--- src/hdl/speck_pkg.sv ---
// speck lab target definitions
package speck_pkg;

   ////////////////////
   // widths and types
   ////////////////////
   localparam int BLOCK_W   = 64;    // one cipher block
   localparam int KEY_W     = 128;   // 4 key words
   localparam int WORD_W    = 32;    // half block
   localparam int ROUNDS    = 27;    // 64/128 variant, one stage per round
   localparam int ADDR_W    = 6;     // register address
   localparam int BYTECNT_W = 4;     // byte index within a register

   typedef logic [BLOCK_W-1:0] block_t;   // {x, y}, x in the high word
   typedef logic [KEY_W-1:0]   key_t;     // {l2, l1, l0, k0}

   ////////////////////
   // fifo sizing
   ////////////////////
   localparam int FIFO_DEPTH = 8;
   localparam int FIFO_PTR_W = 3;   // log2 of depth

   ////////////////////
   // cipher constants
   ////////////////////
   localparam int ALPHA = 8;   // right rotate of x
   localparam int BETA  = 3;   // left rotate of y

   ////////////////////
   // register map
   ////////////////////
   localparam logic [ADDR_W-1:0] REG_IDENTIFY    = 6'h04;
   localparam logic [ADDR_W-1:0] REG_GO          = 6'h05;   // write pulses go
   localparam logic [ADDR_W-1:0] REG_TEXTIN      = 6'h06;   // 8 bytes
   localparam logic [ADDR_W-1:0] REG_CIPHEROUT   = 6'h07;   // read head, write pops
   localparam logic [ADDR_W-1:0] REG_KEY         = 6'h0a;   // 16 bytes, byte 0 lsb
   localparam logic [ADDR_W-1:0] REG_WRITE_PT    = 6'h10;   // write pushes textin
   localparam logic [ADDR_W-1:0] REG_STATUS      = 6'h11;
   localparam logic [ADDR_W-1:0] REG_FIFO_ERRORS = 6'h12;   // any write clears

   localparam logic [7:0] IDENTIFY_VAL = 8'h5c;

   // sticky error bits in REG_FIFO_ERRORS
   localparam int ERR_IN_OVF  = 0;
   localparam int ERR_OUT_OVF = 1;
   localparam int ERR_OUT_UNF = 2;

endpackage

--- src/hdl/block_fifo.sv ---
// first word fall through block fifo
`timescale 1ns/1ps

module block_fifo import speck_pkg::*; (
   input  logic   crypto_clk,
   input  logic   reset_i,
   input  logic   push,
   input  block_t push_data,
   input  logic   pop,
   output block_t head,        // oldest entry
   output logic   empty,
   output logic   full,
   output logic   overflow,    // push dropped
   output logic   underflow    // pop while empty
);

   block_t                mem [FIFO_DEPTH];
   logic [FIFO_PTR_W-1:0] wr_ptr;
   logic [FIFO_PTR_W-1:0] rd_ptr;
   logic [FIFO_PTR_W:0]   count;     // one extra bit for full
   logic                  do_push;
   logic                  do_pop;

   assign empty = (count == 0);
   assign full  = (count == FIFO_DEPTH);

   assign do_pop  = pop & ~empty;
   assign do_push = push & (~full | do_pop);   // full with pop still takes data

   assign head = mem[rd_ptr];

   // storage
   always_ff @(posedge crypto_clk) begin
      if (do_push)
         mem[wr_ptr] <= push_data;
   end

   // pointers, occupancy, strobes
   always_ff @(posedge crypto_clk) begin
      if (reset_i) begin
         wr_ptr    <= '0;
         rd_ptr    <= '0;
         count     <= '0;
         overflow  <= 1'b0;
         underflow <= 1'b0;
      end else begin
         if (do_push)
            wr_ptr <= wr_ptr + 1'b1;   // wraps at depth
         if (do_pop)
            rd_ptr <= rd_ptr + 1'b1;
         case ({do_push, do_pop})
            2'b10:   count <= count + 1'b1;
            2'b01:   count <= count - 1'b1;
            default: count <= count;
         endcase
         overflow  <= push & ~do_push;
         underflow <= pop & empty;
      end
   end

endmodule

--- config.mk ---
export PLATFORM = sky130hd
export DESIGN_NAME = block_fifo
export DESIGN_NICKNAME = d
export VERILOG_FILES = /design/src/hdl/speck_pkg.sv /design/src/hdl/block_fifo.sv
export SDC_FILE = /design/constraint.sdc
export NUM_CORES = 1
export LEC_CHECK = 0
export ABC_AREA = 1
export BUFFER_PORTS_ARGS = -buffer_cell sky130_fd_sc_hd__buf_2
export CAP_MARGIN = 20
export CORE_ASPECT_RATIO = 1.1
export CORE_MARGIN = 5
export CORE_UTILIZATION = 25
export DETAILED_ROUTE_END_ITERATION = 10
export GPL_ROUTABILITY_DRIVEN = 0
export GPL_TIMING_DRIVEN = 0
export PLACE_DENSITY = 0.43
export SETUP_SLACK_MARGIN = 0.05
export SYNTH_ARGS = -nofsm -noshare
export SYNTH_HDL_FRONTEND = slang
export SYNTH_SLANG_ARGS = --single-unit
export TNS_END_PERCENT = 10
--- constraint.sdc ---
create_clock -name crypto_clk -period 5.5 [get_ports crypto_clk]
set_input_delay 0.825 -clock crypto_clk [delete_from_list [all_inputs] [get_ports crypto_clk]]
set_output_delay 0.825 -clock crypto_clk [all_outputs]
set_load 0.02 [all_outputs]
==> impl_metrics.py <==
metrics = {
    "outcome": {
        "status": "completed",
    },
    "routing": {
        "route.final.wire_length_um": 58700,
        "drt_first_iter_violations": 874,
        "detail_route.wl_per_cell_um": 21.4,
        "total_vias_in_the_final_route": 12200,
        "final_antenna_net_count": 0,
        "vias_per_cell": 4.45,
        "detail_route.first_pass.iterations": 5,
        "post_route_drc": 0,
    },
    "global_routing": {
        "global_route.usage.total": 0.132,
        "number_of_antenna_violations_at_the_first_check_in_global_routing": 12,
        "first_global_vias": 12500,
        "maximum_number_of_pins_on_one_net_before_global_route_repair": 26,
        "grt_pass1_wl_um": 85500,
        "grt_remaining_overflow": 0,
    },
    "layout": {
        "final_nets": 1690,
        "fill_cells": 8192,
        "drive_gt1_frac": 0.163,
        "area_overhead_vs_synth_pct": 21.4,
        "finalCoreUtilization": 0.305,
    },
    "timing": {
        "min_period_ps": 3830,
        "worst-slew-pin-transition_ps": 957,
        "report.final.slew_viol_count": 0,
        "setup_slack_ps": 1670,
        "period_share": 0.696,
        "grt_setup_unrepaired": "no",
        "timing.clock.skew_ps": 15.9,
        "report.final.hold_viol_count": 0,
        "whs_ps": 480,
        "total_of_endpoints_with_negative_setup_slack_in_the_final_report": 0,
        "timing.max_slew.rel_slack": 0.360,
        "timing.fmax_mhz": 261,
    },
    "floorplanning": {
        "initial_core_util": 0.251,
        "fp.coreArea_sq_um": 81500,
        "placementRows": 110,
        "die_x_um": 283,
        "die_area_sq_um": 87600,
        "floorplan.die.height_um": 310,
        "floorplan.io_pins": 136,
    },
    "clocking": {
        "tritoncts": "yes",
        "clock_path_buffers": 3,
        "cts_resized": 0,
        "path_clk_slew_ps": 60,
        "clk-insertion-delay-late_ps": 610,
        "ctsRootBufferMaster": "sky130_fd_sc_hd__clkbuf_16",
        "post_cts.repair.setup_buffers": 0,
        "clock_tree.htree_level_count": 2,
        "cts_hold_buf": 0,
        "cts.sink_count": 527,
        "cts-buffers-inserted": 58,
    },
    "placed_design": {
        "port_buffers": 135,
        "post-place-ws_ps": 2220,
        "dp_hpwl_um": 38100,
    },
    "pwr": {
        "power.density_cell_area_nw_per_um2": 443,
        "peakVddDrop_v": 0.000217,
        "leakage_nw": 8.29,
        "total_power_w": 0.0110,
    },
    "job": {
        "cap_viol_max_count": 0,
    },
    "worst_setup_path": {
        "crit_fanout": 10,
        "worst_path_largest_cell_delay_ps": 630,
        "critical-path-slowest-cell": "sky130_fd_sc_hd__clkbuf_1",
        "critPathLaunchType": "flip-flop",
        "crit_buf_inv": 3,
        "critical_path_required_ps": 4680,
        "cpLargestDelayFamily": "buffers and inverters",
        "critical_path_cell_list": "clkbuf_1 > clkbuf_1 > o21ai_0 > o22ai_1 > nand2_1 > nand2_1 > buf_2",
        "worstPathArrival_ps": 3000,
        "critical_path.endpoint_type": "output port",
        "r2r_cells": 8,
        "critical_path_cell_count": 7,
        "worst-setup-path-type": "flip-flop to output port",
    },
    "worst_hold_path": {
        "min_delay_path_depth": 2,
        "min_path_type": "input pin to flip-flop",
    },
    "logic_synthesis": {
        "syn_avg_cell_area_sq_um": 14.6,
        "synthesis.area_sq_um": 20500,
        "syn_nets": 1473,
        "yosysUniqueCellTypes": 24,
        "sequential_fraction_of_the_synthesis_area": 0.766,
        "ys.warnings.count": 0,
        "syn-instance-count": 1400,
        "number_of_flip_flops_and_latches_in_the_synthesized_netlist": 527,
    },
}
-- kinds of logic after synthesis --
logic type                 Yosys count  synth area share
DFF                                527             0.766
and+or+nand+nor                    367            0.0682
AOI/OAI and AO/OA                  270            0.0739
muxes                              128            0.0626
buffers and inverters              101            0.0245
adders and majority gates            5           0.00343
xor gates and xnor gates             2          0.000857
-- path summary, 6_finish.rpt --
path | startpoint | to | slack, ps
max | flip-flop | head[62] | 1670
min | reset_i | count[0] | 480
max reg2reg | count[2] | mem[2][39] | 2950
min reg2reg | wr_ptr[0] | wr_ptr[0] | 500
-- placed cells by master, fill, tap and decap left out --
cell type                   netlist  final
sky130_fd_sc_hd__buf_6            2      2
sky130_fd_sc_hd__buf_2           15    150
sky130_fd_sc_hd__nor2_1         143    135
sky130_fd_sc_hd__buf_1            6      6
sky130_fd_sc_hd__fa_1             1      1
sky130_fd_sc_hd__xor2_1           2      2
sky130_fd_sc_hd__edfxtp_1       512    512
sky130_fd_sc_hd__clkinv_1         0     10
sky130_fd_sc_hd__o21ai_0        125    125
sky130_fd_sc_hd__clkbuf_16        0     61
sky130_fd_sc_hd__clkbuf_8         0      3
sky130_fd_sc_hd__inv_1           17     17
sky130_fd_sc_hd__nand3_1         10     10
sky130_fd_sc_hd__clkinv_2         0      9
sky130_fd_sc_hd__a21oi_1         11     11
sky130_fd_sc_hd__ha_1             4      4
sky130_fd_sc_hd__nand2_1        211    211
sky130_fd_sc_hd__mux2i_1        128    128
sky130_fd_sc_hd__buf_12           1     17
sky130_fd_sc_hd__o21ai_1          6      6
sky130_fd_sc_hd__clkbuf_1        46     71
sky130_fd_sc_hd__dfxtp_1         15     15
sky130_fd_sc_hd__buf_4           10     10
sky130_fd_sc_hd__buf_16           0      6
sky130_fd_sc_hd__bufinv_16        0      2
sky130_fd_sc_hd__nor2_4           0      8
sky130_fd_sc_hd__o22ai_1        128    128
sky130_fd_sc_hd__nand4_1          1      1
sky130_fd_sc_hd__buf_8            3      3
sky130_fd_sc_hd__nor3_1           2      2
sky130_fd_sc_hd__diode_2          0      6
sky130_fd_sc_hd__inv_2            1      1
-- stage by stage --
stage               TNS (ps)  cell area [sq um]  std cells
floorplan                  0              20500       1400
global placement    -1180420              22500       2599
detailed placement         0              23000       2621
CTS                        0              24800       2731
global route               0              24800       2731
finish                     0              24800       2737
-- sequential cells by signal, summed over array words and instances (netlist names), named ones only --
name       count
mem          512
count          4
rd_ptr         3
wr_ptr         3
overflow       1
underflow      1
-- worst register-to-register path, stage by stage (launching register included) --
cell and delay [ps]:
sky130_fd_sc_hd__dfxtp_1 400, sky130_fd_sc_hd__inv_1 80, sky130_fd_sc_hd__nand4_1 120, sky130_fd_sc_hd__nand2_1 150, sky130_fd_sc_hd__inv_1 100, sky130_fd_sc_hd__nand2_1 240
sky130_fd_sc_hd__nor2_4 640, sky130_fd_sc_hd__buf_12 280, sky130_fd_sc_hd__buf_16 200
-- cell usage after synthesis --
cell type | n | share of area
sky130_fd_sc_hd__dfxtp_1 | 15 | 0.015
sky130_fd_sc_hd__ha_1 | 4 | 0.0024
sky130_fd_sc_hd__buf_1 | 6 | 0.0011
sky130_fd_sc_hd__nand4_1 | 1 | 0.00031
sky130_fd_sc_hd__mux2i_1 | 128 | 0.063
sky130_fd_sc_hd__edfxtp_1 | 512 | 0.75
sky130_fd_sc_hd__o22ai_1 | 128 | 0.039
sky130_fd_sc_hd__xor2_1 | 2 | 0.00086
sky130_fd_sc_hd__nor3_1 | 2 | 0.00049
sky130_fd_sc_hd__inv_1 | 17 | 0.0031
sky130_fd_sc_hd__buf_6 | 2 | 0.0011
sky130_fd_sc_hd__a21oi_1 | 11 | 0.0027
sky130_fd_sc_hd__inv_2 | 1 | 0.00018
sky130_fd_sc_hd__o21ai_0 | 125 | 0.031
sky130_fd_sc_hd__buf_4 | 10 | 0.0037
sky130_fd_sc_hd__clkbuf_1 | 46 | 0.0084
sky130_fd_sc_hd__buf_2 | 15 | 0.0037
sky130_fd_sc_hd__o21ai_1 | 6 | 0.0015
sky130_fd_sc_hd__nand3_1 | 10 | 0.0024
sky130_fd_sc_hd__buf_12 | 1 | 0.00098
sky130_fd_sc_hd__nor2_1 | 143 | 0.026
sky130_fd_sc_hd__fa_1 | 1 | 0.00098
sky130_fd_sc_hd__nand2_1 | 211 | 0.039
sky130_fd_sc_hd__buf_8 | 3 | 0.0022
-- per-layer routing --
metal	track usage	up-vias	share of wire
li1	-	5712	-
met2	0.218	292	0.48
met4	0.0291	6	0.018
met1	0.181	6095	0.45
met3	0.0266	78	0.058
met5	0	-	0.00070
-- report_power, final --
| part | internal [W] | leakage, nW | switching [W] | total (W) |
|---|---|---|---|---|
| clock | 0.00216 | 0.882 | 0.00152 | 0.00368 |
| combinational | 0.000829 | 2.63 | 0.00185 | 0.00268 |
| sequential | 0.00459 | 4.77 | 0.0000557 | 0.00465 |
| total | 0.00758 | 8.29 | 0.00342 | 0.0110 |
-- final cells by class --
cell class	instances	area, sq um	share of cell area
sequential	527	15700	0.631
clock inverter	21	143	0.00575
tap	1064	1330	0.0536
timing repair buffer	157	1160	0.0468
clock buffer	89	1660	0.0669
inverter	18	67.6	0.00272
antenna	6	15.0	0.000605
buffer	83	433	0.0174
multi-input combinational	772	4340	0.175
Power figures use the tool's default switching activity.
